--- config.mk ---
export PLATFORM = sky130hd
export DESIGN_NAME = alu_unit_flat
export DESIGN_NICKNAME = d
export VERILOG_FILES = /design/src/source/ooo_pkg.sv /design/src/source/cdb_if.sv /design/src/source/issue_if.sv /design/src/source/alu_unit.sv /design/src/flat_wrapper.sv
export SDC_FILE = /design/constraint.sdc
export NUM_CORES = 1
export LEC_CHECK = 0
export ABC_CLOCK_PERIOD_IN_PS = 800
export BUFFER_PORTS_ARGS = -buffer_cell sky130_fd_sc_hd__buf_2
export CELL_PAD_IN_SITES_DETAIL_PLACEMENT = 0
export CELL_PAD_IN_SITES_GLOBAL_PLACEMENT = 2
export CORE_MARGIN = 3
export CORE_UTILIZATION = 28
export DETAILED_ROUTE_END_ITERATION = 16
export PLACE_DENSITY_LB_ADDON = 0.1
export REMOVE_ABC_BUFFERS = 1
export SYNTH_ARGS = -nofsm -noshare
export SYNTH_HDL_FRONTEND = slang
export SYNTH_SLANG_ARGS = --single-unit
--- constraint.sdc ---
create_clock -name clk -period 0.8 [get_ports clk]
set_input_delay 0.16 -clock clk [delete_from_list [all_inputs] [get_ports clk]]
set_output_delay 0.16 -clock clk [all_outputs]
set_load 0.05 [all_outputs]
--- src/source/ooo_pkg.sv ---
package ooo_pkg;

    // reorder buffer size
    localparam int ROB_DEPTH = 16;
    localparam int ROB_IDX_W = 4;

    // datapath width
    localparam int XLEN = 32;

    // operations handled by the back end
    // only OP_MUL goes to the multiplier
    typedef enum logic [2:0] {
        OP_ADD = 3'd0,
        OP_SUB = 3'd1,
        OP_AND = 3'd2,
        OP_XOR = 3'd3,
        OP_MUL = 3'd4,
        OP_BEQ = 3'd5,
        OP_BNE = 3'd6
    } op_t;

    // life of one rob slot
    typedef enum logic [1:0] {
        RS_EMPTY = 2'd0,
        RS_WAIT  = 2'd1,
        RS_DONE  = 2'd2
    } rob_status_t;

    // one rob slot, 107 bits
    typedef struct packed {
        rob_status_t       status;
        op_t               op;
        // destination, zero for branches
        logic [4:0]        rd;
        logic [XLEN-1:0]   pc;
        // result from the cdb
        logic [XLEN-1:0]   data;
        logic              br_taken;
        logic [XLEN-1:0]   br_target;
    } rob_entry_t;

    // branch ops resolve in the alu
    function automatic logic is_branch(op_t op);
        return (op == OP_BEQ) || (op == OP_BNE);
    endfunction

endpackage

--- src/source/cdb_if.sv ---
interface cdb_if;
    import ooo_pkg::*;

    // one strobe per finished result
    logic                 valid;
    // rob slot the result belongs to
    logic [ROB_IDX_W-1:0] rob_idx;
    logic [XLEN-1:0]      data;
    // branch outcome, low from the multiplier
    logic                 br_taken;
    logic [XLEN-1:0]      br_target;

    // functional unit side
    modport unit (
        output valid, rob_idx, data, br_taken, br_target
    );

    // reorder buffer side
    modport rob (
        input valid, rob_idx, data, br_taken, br_target
    );

endinterface

--- src/source/issue_if.sv ---
interface issue_if;
    import ooo_pkg::*;

    // pulses once per accepted dispatch
    logic                 valid;
    op_t                  op;
    // tail slot given to the instruction
    logic [ROB_IDX_W-1:0] rob_idx;
    logic [XLEN-1:0]      rs1_val;
    logic [XLEN-1:0]      rs2_val;
    logic [XLEN-1:0]      pc;
    logic [XLEN-1:0]      imm;
    // taken branch retiring, drop everything in flight
    logic                 flush;

    modport rob (
        output valid, op, rob_idx, rs1_val, rs2_val, pc, imm, flush
    );

    modport unit (
        input valid, op, rob_idx, rs1_val, rs2_val, pc, imm, flush
    );

endinterface

--- src/source/alu_unit.sv ---
module alu_unit (
    input  logic clk,
    input  logic rst_n_i,
    issue_if.unit issue,
    cdb_if.unit   cdb
);
    import ooo_pkg::*;

    logic                 start;
    logic [XLEN-1:0]      res_d;
    logic                 taken_d;
    logic                 valid_q;
    logic [ROB_IDX_W-1:0] idx_q;
    logic [XLEN-1:0]      res_q;
    logic                 taken_q;
    logic [XLEN-1:0]      target_q;

    // everything except multiplies lands here
    assign start = issue.valid && (issue.op != OP_MUL);

    always_comb begin
        res_d   = '0;
        taken_d = 1'b0;
        case (issue.op)
            OP_ADD: res_d = issue.rs1_val + issue.rs2_val;
            OP_SUB: res_d = issue.rs1_val - issue.rs2_val;
            OP_AND: res_d = issue.rs1_val & issue.rs2_val;
            OP_XOR: res_d = issue.rs1_val ^ issue.rs2_val;
            // branches report zero data, only the outcome matters
            OP_BEQ: taken_d = (issue.rs1_val == issue.rs2_val);
            OP_BNE: taken_d = (issue.rs1_val != issue.rs2_val);
            default: res_d = '0;
        endcase
    end

    // strobe register, killed by a flush
    always_ff @(posedge clk or negedge rst_n_i) begin
        if (!rst_n_i) begin
            valid_q <= 1'b0;
        end else begin
            valid_q <= start && !issue.flush;
        end
    end

    // result payload
    always_ff @(posedge clk) begin
        if (start) begin
            idx_q    <= issue.rob_idx;
            res_q    <= res_d;
            taken_q  <= taken_d;
            target_q <= issue.pc + issue.imm;
        end
    end

    assign cdb.valid     = valid_q;
    assign cdb.rob_idx   = idx_q;
    assign cdb.data      = res_q;
    assign cdb.br_taken  = taken_q;
    assign cdb.br_target = target_q;

    // nothing from before a redirect may reach the rob
    a_no_strobe_after_flush: assert property (@(posedge clk) disable iff (!rst_n_i)
        issue.flush |=> !cdb.valid);

endmodule

--- src/flat_wrapper.sv ---
// flat-port wrapper written by rule: the top's interface ports become plain ports
module alu_unit_flat import ooo_pkg::*;
  (clk, rst_n_i, issue_valid, issue_op, issue_rob_idx, issue_rs1_val, issue_rs2_val, issue_pc, issue_imm, issue_flush, cdb_valid, cdb_rob_idx, cdb_data, cdb_br_taken, cdb_br_target);
  issue_if issue_i ();
  cdb_if cdb_i ();
  input  logic clk;
  input  logic rst_n_i;
  input wire logic [$bits(issue_i.valid)-1:0] issue_valid;
  input wire logic [$bits(issue_i.op)-1:0] issue_op;
  input wire logic [$bits(issue_i.rob_idx)-1:0] issue_rob_idx;
  input wire logic [$bits(issue_i.rs1_val)-1:0] issue_rs1_val;
  input wire logic [$bits(issue_i.rs2_val)-1:0] issue_rs2_val;
  input wire logic [$bits(issue_i.pc)-1:0] issue_pc;
  input wire logic [$bits(issue_i.imm)-1:0] issue_imm;
  input wire logic [$bits(issue_i.flush)-1:0] issue_flush;
  output wire logic [$bits(cdb_i.valid)-1:0] cdb_valid;
  output wire logic [$bits(cdb_i.rob_idx)-1:0] cdb_rob_idx;
  output wire logic [$bits(cdb_i.data)-1:0] cdb_data;
  output wire logic [$bits(cdb_i.br_taken)-1:0] cdb_br_taken;
  output wire logic [$bits(cdb_i.br_target)-1:0] cdb_br_target;
  assign issue_i.valid = issue_valid;
  assign issue_i.op = issue_op;
  assign issue_i.rob_idx = issue_rob_idx;
  assign issue_i.rs1_val = issue_rs1_val;
  assign issue_i.rs2_val = issue_rs2_val;
  assign issue_i.pc = issue_pc;
  assign issue_i.imm = issue_imm;
  assign issue_i.flush = issue_flush;
  assign cdb_valid = cdb_i.valid;
  assign cdb_rob_idx = cdb_i.rob_idx;
  assign cdb_data = cdb_i.data;
  assign cdb_br_taken = cdb_i.br_taken;
  assign cdb_br_target = cdb_i.br_target;
  alu_unit u_core (.clk(clk), .rst_n_i(rst_n_i), .issue(issue_i), .cdb(cdb_i));
endmodule
==> results summary <==
The number of unique standard cell types used by synthesis is 75. The first routing iteration left 752 violations. The total power density per cell area is 1420 nW/um^2. Using the TritonRoute via totals, the vias-per-cell ratio works out to 5.08. Dividing the detail-routed wire length by the instance count gives 18.6 um. In the finished design, the share of the clock period the worst path needs comes to 3.16. At the end of the flow the core is filled with cells to 0.567. The post-DP HPWL is 28.0 mm.

The instance count after placement with tap cells included is 1924. The leakage power summed over all cells is 7.20 nW. The largest area contributor in the netlist is sky130_fd_sc_hd__edfxtp_1. The worst-case setup margin in the final layout came out at -1730 ps.

The area share of the largest cell type after synthesis came out at 0.254. The routed design has 37.6 mm of wire. The clock slew seen by the registers of the worst setup and hold paths came out at 70 ps. During synthesis, Yosys emitted a total of 0 warnings. The last weighted congestion value of the routability-driven placer came out at 0.910. The headroom to the max-slew limit is 0.544. The critical path class is input port to flip-flop. The starting utilization of the core area came out at 0.289.

The average instance in the mapped netlist occupies 8.13 sq um. The biggest cell delay along the critical path is 510 ps. Global routing finished with a remaining overflow of 0. The aggregate global-route resource usage is 0.231. No sink is reached through more buffers than the 2 on the longest clock path. Counting the fill cells in the layout gives 2525. Setup repair after global routing could not meet its margin everywhere. The share of synthesized registers carrying an async set or reset is 0.0143. The number of enable flip-flop cells after synthesis is 69. The worst path required time came out at 900 ps. The worst hold path belongs to the class input port to flip-flop. Walking the worst path, the cells encountered are buf_8, ha_4, inv_2, fa_2, o21bai_4, o2111ai_4, a2111oi_4, o41a_4, a221oi_4, o41ai_2, a21oi_2, xnor2_1, o221ai_2. The max-slew violation total from the final report came out at 0. The shortest period the worst path allows is 2530 ps. The H-tree was split into 3 levels. The final net count is 1879. The clock tree from TritonCTS is done. The checks that failed: negative setup slack. The floorplan die area is 31200 sq um. The via count is 10.3k. The top cell types in the final layout, fill and taps aside, are sky130_fd_sc_hd__buf_4, sky130_fd_sc_hd__buf_6, sky130_fd_sc_hd__buf_2. The area added between synthesis and finish is 96.5%. The number of buffer cells added on primary ports came out at 208. The instance count of the mapped netlist came out at 1002. The final number of hold-violating endpoints is 0.

STA classifies the critical path endpoint as a flip-flop. The die is 177 um tall. The remaining antenna violation count is 0. Among all stages on the critical path, the largest delay is contributed by sky130_fd_sc_hd__a2111oi_4. The wire length of the first global-routing pass came out at 56.7 mm. The core box area came out at 28200 sq um.

The run finished, with violations left. The number of cell rows came out at 61. Of all nets on the critical path, the largest fanout is 3. The worst setup path is launched from an input port.

The width of the die is 177 um. The initial antenna violation count came out at 1. The sequential fraction of the synthesis area is 0.257. For this run, the top clock speed supported by timing is 0.395 GHz. The synthesis-stage register bit count came out at 70. The share of post-route cells with drive strength above 1 came out at 0.555. The sink count of the clock tree came out at 70. The worst path arrival time is 2630 ps. The total DRC errors in the routed layout came out at 0.

The via count of the first global-routing pass is 10.4k. Among all flip-flop cells after synthesis, the most frequent one is sky130_fd_sc_hd__edfxtp_1. The I/O pin count came out at 209. The number of endpoints failing setup at the final stage is 202. The slew at the pin closest to its max-slew limit is 679 ps. The number of maximum-capacitance violations came out at 0. The number of clock buffers inserted by TritonCTS is 9. The synthesized area came out at 8150 sq um.

The peak ir drop on the vdd network came out at 0.913 mV. The number of cells in the finished layout apart from fillers came out at 2026. Entering global routing, the biggest net connects 18 pins. The library cell used most frequently in the layout, excluding fill and tap cells, is sky130_fd_sc_hd__buf_4. The first detailed-routing pass took 6 iterations. In this run the clock root is driven by a sky130_fd_sc_hd__clkbuf_16. By area the synthesized netlist is led by sky130_fd_sc_hd__edfxtp_1, sky130_fd_sc_hd__ha_1, sky130_fd_sc_hd__a21oi_1.
[cells by family after synthesis]
| kind of cell | synth area share |
|---|---|
| muxes | 0.0115 |
| adders and majority gates | 0.153 |
| buffers and inverters | 0.0556 |
| AOI/OAI and AO/OA | 0.301 |
| DFF | 0.257 |
| and+or+nand+nor | 0.170 |
| xor gates and xnor gates | 0.0516 |
[per-layer routing]
metal / part of all wire / GRT usage / routed length (um) / vias to the layer above
li1: - / - / - / 5012
met1: 0.44 / 0.304 / 16500 / 4869
met2: 0.48 / 0.400 / 18100 / 338
met3: 0.052 / 0.0251 / 1960 / 63
met4: 0.028 / 0.0710 / 1040 / 0
met5: 0 / 0 / 0 / -
[cell type report]
cell class	instances	area, sq um	area share
well taps	378	473	0.0295
inverters	76	307	0.0191
repair buffers	671	5650	0.353
diodes	1	2.50	0.000156
multi-input cells	814	7160	0.447
clock inverters	7	100	0.00625
flip-flops and latches	70	2100	0.131
clock buffers	9	225	0.0141
[cell usage after synthesis, drive strengths merged (3+ instances only)]
master	number
ha	95
o211ai	19
mux2i	6
xnor2	31
a21o	35
o21ai	56
a22oi	4
o221ai	5
a221oi	6
a211o	5
a2111oi	7
o31ai	9
nor3	34
a211oi	16
a221o	4
fa	3
or2	6
nand2	72
edfxtp	69
o22ai	6
o311ai	5
o21a	9
or3	3
nor2b	13
clkbuf	29
nand3	23
and3	8
buf	13
nor4	9
nand4	9
nand2b	17
a21boi	3
a41oi	5
xor2	17
a311oi	3
a31oi	7
o21bai	18
nor2	91
inv	74
and2	4
o32a	3
a21oi	121
[path summary, 6_finish.rpt]
| check | start | endpoint | slack, ps | depth (start not counted) |
|---|---|---|---|---|
| max in group asynchronous | rst_n_i | u_core.cdb.valid | 620 | 2 |
| worst min-delay path | issue_pc[0] | u_core.cdb.br_target[0] | 90 | 2 |
| worst max-delay path | issue_rs2_val[0] | u_core.cdb.data[20] | -1730 | 13 |
| min in group asynchronous | rst_n_i | u_core.cdb.valid | 100 | 2 |
[timing repair]
action	4_1_cts	5_1_grt
gates cloned	6	3
gates resized for setup	415	213
pin swaps	168	100
endpoints found under the hold margin	6	0
hold buffers	6	0
setup buffers	59	42
endpoints found under the setup margin	204	204
[power breakdown]
part / internal [mW] / total [mW] / switching (mW)
combinational: 6.22 / 13.1 / 6.85
clock: 2.78 / 4.80 / 2.02
sequential: 4.69 / 4.96 / 0.261
total: 13.7 / 22.8 / 9.13
[sequential cells by signal, indices dropped and copies added, names as in the netlist]
signal,flops
u_core.cdb.rob_idx,4
u_core.cdb.valid,1
u_core.cdb.data,32
u_core.cdb.br_target,32
u_core.cdb.br_taken,1
[stage by stage]
step	setup slack, ps	hold slack [ps]	TNS, ps	cell area, sq um	total power [mW]
finish	-1730	92.6	-107670	16000	22.8
global route	-1830	81.1	-116360	16000	23.9
CTS	-1710	72.1	-115020	15300	21.9
detailed placement	-2280	-63.3	-160690	12400	14.8
global placement	-2200	-65.3	-158790	12400	14.8
floorplan	-5100	-136	-436860	7980	10.4
[worst max-delay path, delay by kind of cell]
kind,cells,cell delay (ps)
AO/OA/AOI/OAI,8,1630
adder cells (fa/ha/maj),2,500
XOR/XNOR,1,210
buffers and inverters,2,120
Note: power is estimated with default switching activity, not from simulation.
