<file path="src/source/ooo_pkg.sv">
package ooo_pkg;

    // reorder buffer size
    localparam int ROB_DEPTH = 16;
    localparam int ROB_IDX_W = 4;

    // datapath width
    localparam int XLEN = 32;

    // operations handled by the back end
    // only OP_MUL goes to the multiplier
    typedef enum logic [2:0] {
        OP_ADD = 3'd0,
        OP_SUB = 3'd1,
        OP_AND = 3'd2,
        OP_XOR = 3'd3,
        OP_MUL = 3'd4,
        OP_BEQ = 3'd5,
        OP_BNE = 3'd6
    } op_t;

    // life of one rob slot
    typedef enum logic [1:0] {
        RS_EMPTY = 2'd0,
        RS_WAIT  = 2'd1,
        RS_DONE  = 2'd2
    } rob_status_t;

    // one rob slot, 107 bits
    typedef struct packed {
        rob_status_t       status;
        op_t               op;
        // destination, zero for branches
        logic [4:0]        rd;
        logic [XLEN-1:0]   pc;
        // result from the cdb
        logic [XLEN-1:0]   data;
        logic              br_taken;
        logic [XLEN-1:0]   br_target;
    } rob_entry_t;

    // branch ops resolve in the alu
    function automatic logic is_branch(op_t op);
        return (op == OP_BEQ) || (op == OP_BNE);
    endfunction

endpackage

</file>
<file path="src/source/cdb_if.sv">
interface cdb_if;
    import ooo_pkg::*;

    // one strobe per finished result
    logic                 valid;
    // rob slot the result belongs to
    logic [ROB_IDX_W-1:0] rob_idx;
    logic [XLEN-1:0]      data;
    // branch outcome, low from the multiplier
    logic                 br_taken;
    logic [XLEN-1:0]      br_target;

    // functional unit side
    modport unit (
        output valid, rob_idx, data, br_taken, br_target
    );

    // reorder buffer side
    modport rob (
        input valid, rob_idx, data, br_taken, br_target
    );

endinterface

</file>
<file path="src/source/issue_if.sv">
interface issue_if;
    import ooo_pkg::*;

    // pulses once per accepted dispatch
    logic                 valid;
    op_t                  op;
    // tail slot given to the instruction
    logic [ROB_IDX_W-1:0] rob_idx;
    logic [XLEN-1:0]      rs1_val;
    logic [XLEN-1:0]      rs2_val;
    logic [XLEN-1:0]      pc;
    logic [XLEN-1:0]      imm;
    // taken branch retiring, drop everything in flight
    logic                 flush;

    modport rob (
        output valid, op, rob_idx, rs1_val, rs2_val, pc, imm, flush
    );

    modport unit (
        input valid, op, rob_idx, rs1_val, rs2_val, pc, imm, flush
    );

endinterface

</file>
<file path="src/source/mul_unit.sv">
module mul_unit (
    input  logic clk,
    input  logic rst_n_i,
    issue_if.unit issue,
    cdb_if.unit   cdb
);
    import ooo_pkg::*;

    logic                 start;
    // stage 1, 16x16 partial products
    logic                 s1_valid;
    logic [ROB_IDX_W-1:0] s1_idx;
    logic [31:0]          s1_pp_ll;
    logic [15:0]          s1_pp_lh;
    logic [15:0]          s1_pp_hl;
    // stage 2, cross terms summed
    logic                 s2_valid;
    logic [ROB_IDX_W-1:0] s2_idx;
    logic [31:0]          s2_pp_ll;
    logic [15:0]          s2_cross;
    // stage 3, low word of the product
    logic                 s3_valid;
    logic [ROB_IDX_W-1:0] s3_idx;
    logic [XLEN-1:0]      s3_prod;

    assign start = issue.valid && (issue.op == OP_MUL);

    // valid chain, flush empties the whole pipe
    always_ff @(posedge clk or negedge rst_n_i) begin
        if (!rst_n_i) begin
            s1_valid <= 1'b0;
            s2_valid <= 1'b0;
            s3_valid <= 1'b0;
        end else if (issue.flush) begin
            s1_valid <= 1'b0;
            s2_valid <= 1'b0;
            s3_valid <= 1'b0;
        end else begin
            s1_valid <= start;
            s2_valid <= s1_valid;
            s3_valid <= s2_valid;
        end
    end

    // hi x hi term falls above bit 31 and is dropped
    always_ff @(posedge clk) begin
        s1_idx   <= issue.rob_idx;
        s1_pp_ll <= issue.rs1_val[15:0] * issue.rs2_val[15:0];
        // only the low halves of the cross terms survive the shift
        s1_pp_lh <= issue.rs1_val[15:0] * issue.rs2_val[31:16];
        s1_pp_hl <= issue.rs1_val[31:16] * issue.rs2_val[15:0];

        s2_idx   <= s1_idx;
        s2_pp_ll <= s1_pp_ll;
        s2_cross <= s1_pp_lh + s1_pp_hl;

        s3_idx   <= s2_idx;
        s3_prod  <= s2_pp_ll + {s2_cross, 16'd0};
    end

    assign cdb.valid     = s3_valid;
    assign cdb.rob_idx   = s3_idx;
    assign cdb.data      = s3_prod;
    // multiplies never branch
    assign cdb.br_taken  = 1'b0;
    assign cdb.br_target = '0;

    // every result traces back to a mul issue three cycles earlier
    a_mul_latency: assert property (@(posedge clk) disable iff (!rst_n_i)
        cdb.valid |-> $past(start, 3) && ($past(issue.rob_idx, 3) == cdb.rob_idx));

endmodule

</file>
<file path="src/flat_wrapper.sv">
// flat-port wrapper written by rule: the top's interface ports become plain ports
module mul_unit_flat import ooo_pkg::*;
  (clk, rst_n_i, issue_valid, issue_op, issue_rob_idx, issue_rs1_val, issue_rs2_val, issue_pc, issue_imm, issue_flush, cdb_valid, cdb_rob_idx, cdb_data, cdb_br_taken, cdb_br_target);
  issue_if issue_i ();
  cdb_if cdb_i ();
  input  logic clk;
  input  logic rst_n_i;
  input wire logic [$bits(issue_i.valid)-1:0] issue_valid;
  input wire logic [$bits(issue_i.op)-1:0] issue_op;
  input wire logic [$bits(issue_i.rob_idx)-1:0] issue_rob_idx;
  input wire logic [$bits(issue_i.rs1_val)-1:0] issue_rs1_val;
  input wire logic [$bits(issue_i.rs2_val)-1:0] issue_rs2_val;
  input wire logic [$bits(issue_i.pc)-1:0] issue_pc;
  input wire logic [$bits(issue_i.imm)-1:0] issue_imm;
  input wire logic [$bits(issue_i.flush)-1:0] issue_flush;
  output wire logic [$bits(cdb_i.valid)-1:0] cdb_valid;
  output wire logic [$bits(cdb_i.rob_idx)-1:0] cdb_rob_idx;
  output wire logic [$bits(cdb_i.data)-1:0] cdb_data;
  output wire logic [$bits(cdb_i.br_taken)-1:0] cdb_br_taken;
  output wire logic [$bits(cdb_i.br_target)-1:0] cdb_br_target;
  assign issue_i.valid = issue_valid;
  assign issue_i.op = issue_op;
  assign issue_i.rob_idx = issue_rob_idx;
  assign issue_i.rs1_val = issue_rs1_val;
  assign issue_i.rs2_val = issue_rs2_val;
  assign issue_i.pc = issue_pc;
  assign issue_i.imm = issue_imm;
  assign issue_i.flush = issue_flush;
  assign cdb_valid = cdb_i.valid;
  assign cdb_rob_idx = cdb_i.rob_idx;
  assign cdb_data = cdb_i.data;
  assign cdb_br_taken = cdb_i.br_taken;
  assign cdb_br_target = cdb_i.br_target;
  mul_unit u_core (.clk(clk), .rst_n_i(rst_n_i), .issue(issue_i), .cdb(cdb_i));
endmodule
</file>
<file path="config.mk">
export PLATFORM = sky130hd
export DESIGN_NAME = mul_unit_flat
export DESIGN_NICKNAME = d
export VERILOG_FILES = /design/src/source/ooo_pkg.sv /design/src/source/cdb_if.sv /design/src/source/issue_if.sv /design/src/source/mul_unit.sv /design/src/flat_wrapper.sv
export SDC_FILE = /design/constraint.sdc
export NUM_CORES = 1
export LEC_CHECK = 0
export ABC_AREA = 0
export BUFFER_PORTS_ARGS = -buffer_cell sky130_fd_sc_hd__buf_2
export CORE_MARGIN = 3
export CORE_UTILIZATION = 55
export DETAILED_ROUTE_END_ITERATION = 8
export HOLD_SLACK_MARGIN = 0.05
export PLACE_DENSITY = 0.79
export SKIP_LAST_GASP = 1
export SYNTH_ARGS = -nofsm -noshare
export SYNTH_HDL_FRONTEND = slang
export SYNTH_SLANG_ARGS = --single-unit
</file>
<file path="constraint.sdc">
create_clock -name clk -period 2.35 [get_ports clk]
set_input_delay 0.1175 -clock clk [delete_from_list [all_inputs] [get_ports clk]]
set_output_delay 0.1175 -clock clk [all_outputs]
set_load 0.05 [all_outputs]
</file>
==> flow_summary.toml <==
[yosys]
syn-instance-count = 2303
yosys_warnings = 0
synth.avg_cell_area_sq_um = 9.123
synth-edff-count = 0
syn-cell-area_sq_um = 21010
synthDistinctLibCells = 53
synthArstFlopShare = 0.01887
synthFlopType = "dfxtp_1"
synth-seq-area-share = 0.1522
ys_ff_latch = 159

[final_layout]
final_util = 0.7480
layout_commonest_cell = "inv_1"
layout.nets = 3450
layout_common_cells = "inv_1 (411), fa_1 (331), nand2_1 (319), buf_4 (287), and2_1 (171)"
diodes = 0
drive_above_1_share = 0.3088
area_growth_pct = 32.21

[route]
firstDrtPassIters = 5
remaining_drc_errors = 0
via_per_inst = 5.459
antenna_left = 0
dr.first_iter.drc_count = 1461
drt_wl_total_um = 64200
wire_per_inst_um = 19.81
num_vias = 17688

[worst_setup_path]
end_kind = "register"
cp_data_required_time_ns = 2.70
worstPathArrival_ns = 5.33
worstSetupStartpointType = "input pin"
max_stage_delay_ns = 0.52
cpMostUsedCell = "fa_1"
cp_slowest_cell = "fa_1"
path_class = "in2reg"
critical_path.max_fanout = 6
crit_path_cell_trace = "buf_12 > and2_4 > fa_1 > inv_1 > fa_1 > fa_1 > inv_1 > fa_1 > fa_1 > inv_1 > fa_1 > inv_2 > ha_4 > buf_6 > o21a_1 > a21oi_2 > buf_4 > o32ai_4 > nand2_1 > a21boi_1 > nor3_1 > o31ai_1 > xor2_1"

[run_status]
violations = "setup timing"
outcome = "finished with violations"

[sta]
finalCritPeriodShare = 2.121
fin_ws_ns = -2.635
skew_ns = 0.008964
fin_crit_ns = 4.985
setup_violations = 52
fmax_mhz = 200.6
final-hold-violation-count = 0
drv_slew = 0
rsz0062_at_grt = "true"

[grt]
antenna_found_initial = 0
grt_overflow_total = 0
grt_max_degree = 17
grt_pass1_vias = 18816
grt_pass1_wl_um = 95120
track_usage = 0.2938

[flow_run]
maxCapViolCount = 0

[floorplan]
io_pins = 209
core_area_sq_um = 37140
rows = 70
fp.dieH_um = 201.5
initial_core_util = 0.5658
dieArea_sq_um = 40580
die_x_um = 201.5

[cts]
cts_sinks = 159
cts_root_buffer = "clkbuf_16"
clock_latency_ns = 0.43
cts_buffers = 17
clock_path_buffers = 2
htree_levels = 4
cts_tree = "built"
clk_pin_slew_ns = 0.06

[placed_design]
place_hpwl_um = 45590
place_congestion = 0.9409
io_buffers = 111

[min_path]
hp-class = "in2reg"
==> sequential cells by signal, indices dropped and copies added, names as in the netlist <==
register,flops
u_core.cdb.data,32
u_core.s1_pp_ll,32
u_core.s2_pp_ll,32
u_core.s1_pp_hl,16
u_core.s1_pp_lh,16
u_core.s2_cross,16
u_core.cdb.rob_idx,4
u_core.s1_idx,4
u_core.s2_idx,4
u_core.cdb.valid,1
u_core.s1_valid,1
u_core.s2_valid,1
==> layout make-up <==
| class | instances | area [sq um] |
|---|---|---|
| fillers | 2284 | 9358 |
| well taps | 504 | 630.6 |
| inverters | 478 | 1794 |
| clock inverters | 14 | 146.4 |
| repair buffers | 490 | 4357 |
| multi-input cells | 1577 | 17210 |
| clock buffers | 18 | 429.2 |
| flip-flops and latches | 159 | 3208 |
==> synth_stat cells (4+ instances only) <==
| library cell | count | share of area |
|---|---|---|
| nand3_1 | 7 | 0.0017 |
| inv_1 | 478 | 0.085 |
| nor2_1 | 43 | 0.0077 |
| fa_1 | 356 | 0.34 |
| buf_4 | 33 | 0.012 |
| nand2_1 | 342 | 0.061 |
| a211o_1 | 4 | 0.0017 |
| dfxtp_1 | 156 | 0.15 |
| nor2b_1 | 8 | 0.0024 |
| a21boi_0 | 4 | 0.0014 |
| and2_1 | 212 | 0.063 |
| o21ai_0 | 27 | 0.0064 |
| o21a_1 | 11 | 0.0039 |
| a21o_1 | 23 | 0.0082 |
| and3_1 | 4 | 0.0012 |
| ha_1 | 232 | 0.14 |
| o211ai_1 | 4 | 0.0014 |
| o21bai_1 | 5 | 0.0018 |
| xor2_1 | 28 | 0.012 |
| nand2b_1 | 10 | 0.0030 |
| a211oi_1 | 9 | 0.0032 |
| xnor2_1 | 105 | 0.044 |
| o31a_1 | 5 | 0.0021 |
| clkbuf_1 | 88 | 0.016 |
| nor3_1 | 7 | 0.0017 |
| a21oi_1 | 60 | 0.014 |
==> final timing paths <==
path | from | end | slack (ns) | cells after the start
min reg2reg | u_core.s2_pp_ll[5]$_DFF_P_ | u_core.cdb.data[5]$_DFF_P_ | 0.33 | 0
max in group asynchronous | rst_n_i | u_core.cdb.valid$_DFF_PN0_ | 1.63 | 3
max reg2reg | u_core.s1_pp_lh[0]$_DFF_P_ | u_core.s2_cross[14]$_DFF_P_ | 0.02 | 11
min | issue_rs2_val[0] | u_core.s1_pp_hl[0]$_DFF_P_ | 0.26 | 3
max | issue_rs2_val[4] | u_core.s1_pp_ll[22]$_DFF_P_ | -2.64 | 23
min in group asynchronous | rst_n_i | u_core.s1_valid$_DFF_PN0_ | 0.58 | 3
==> logic make-up after synthesis <==
family                   synth area share
other                           0.0001785
flip-flops                         0.1522
multiplexers                    0.0004764
buffers and inverters              0.1129
AO/OA/AOI/OAI                     0.05467
XOR/XNOR                          0.05544
AND/OR/NAND/NOR                    0.1467
adder cells (fa/ha/maj)            0.4774
==> worst max-delay path: cells and delay by family <==
kind	cells	cell delay [ns]
compound gates	5	0.90
xor+xnor	1	0.22
fa+ha+maj	7	3.19
buf+inv	7	0.57
simple gates	3	0.33
==> through the flow <==
step | area (sq um) | setup slack, ns | hold slack (ns) | cells | setup TNS [ns]
3_3_place_gp | 24400 | -3.151 | -0.08921 | 3104 | -122.23
6_report | 27780 | -2.635 | 0.2647 | 3240 | -96.16
3_5_place_dp | 24400 | -3.252 | -0.08621 | 3104 | -125.57
2_1_floorplan | 22060 | -2.875 | -0.1781 | 2335 | -96.68
5_1_grt | 27780 | -2.782 | 0.2579 | 3240 | -101.08
4_1_cts | 26790 | -2.521 | 0.2515 | 3204 | -90.34
==> layer usage <==
| layer | GRT usage | vias up | wire (um) |
|---|---|---|---|
| li1 | - | 7675 | - |
| met1 | 0.3686 | 8776 | 23450 |
| met2 | 0.4999 | 935 | 31500 |
| met3 | 0.05015 | 302 | 5287 |
| met4 | 0.1333 | 0 | 3952 |
| met5 | 0 | - | 0 |
==> timing repair <==
item,in CTS,in global routing
pin swaps,154,152
setup buffers,57,39
endpoints found under the hold margin,10,0
endpoints found under the setup margin,56,58
gates resized for setup,295,170
gates cloned,5,4
hold buffers,9,0
Power is left out: the tool's default activity adds up to more than one toggle a clock period on the data nets, which glitch-free logic cannot reach.
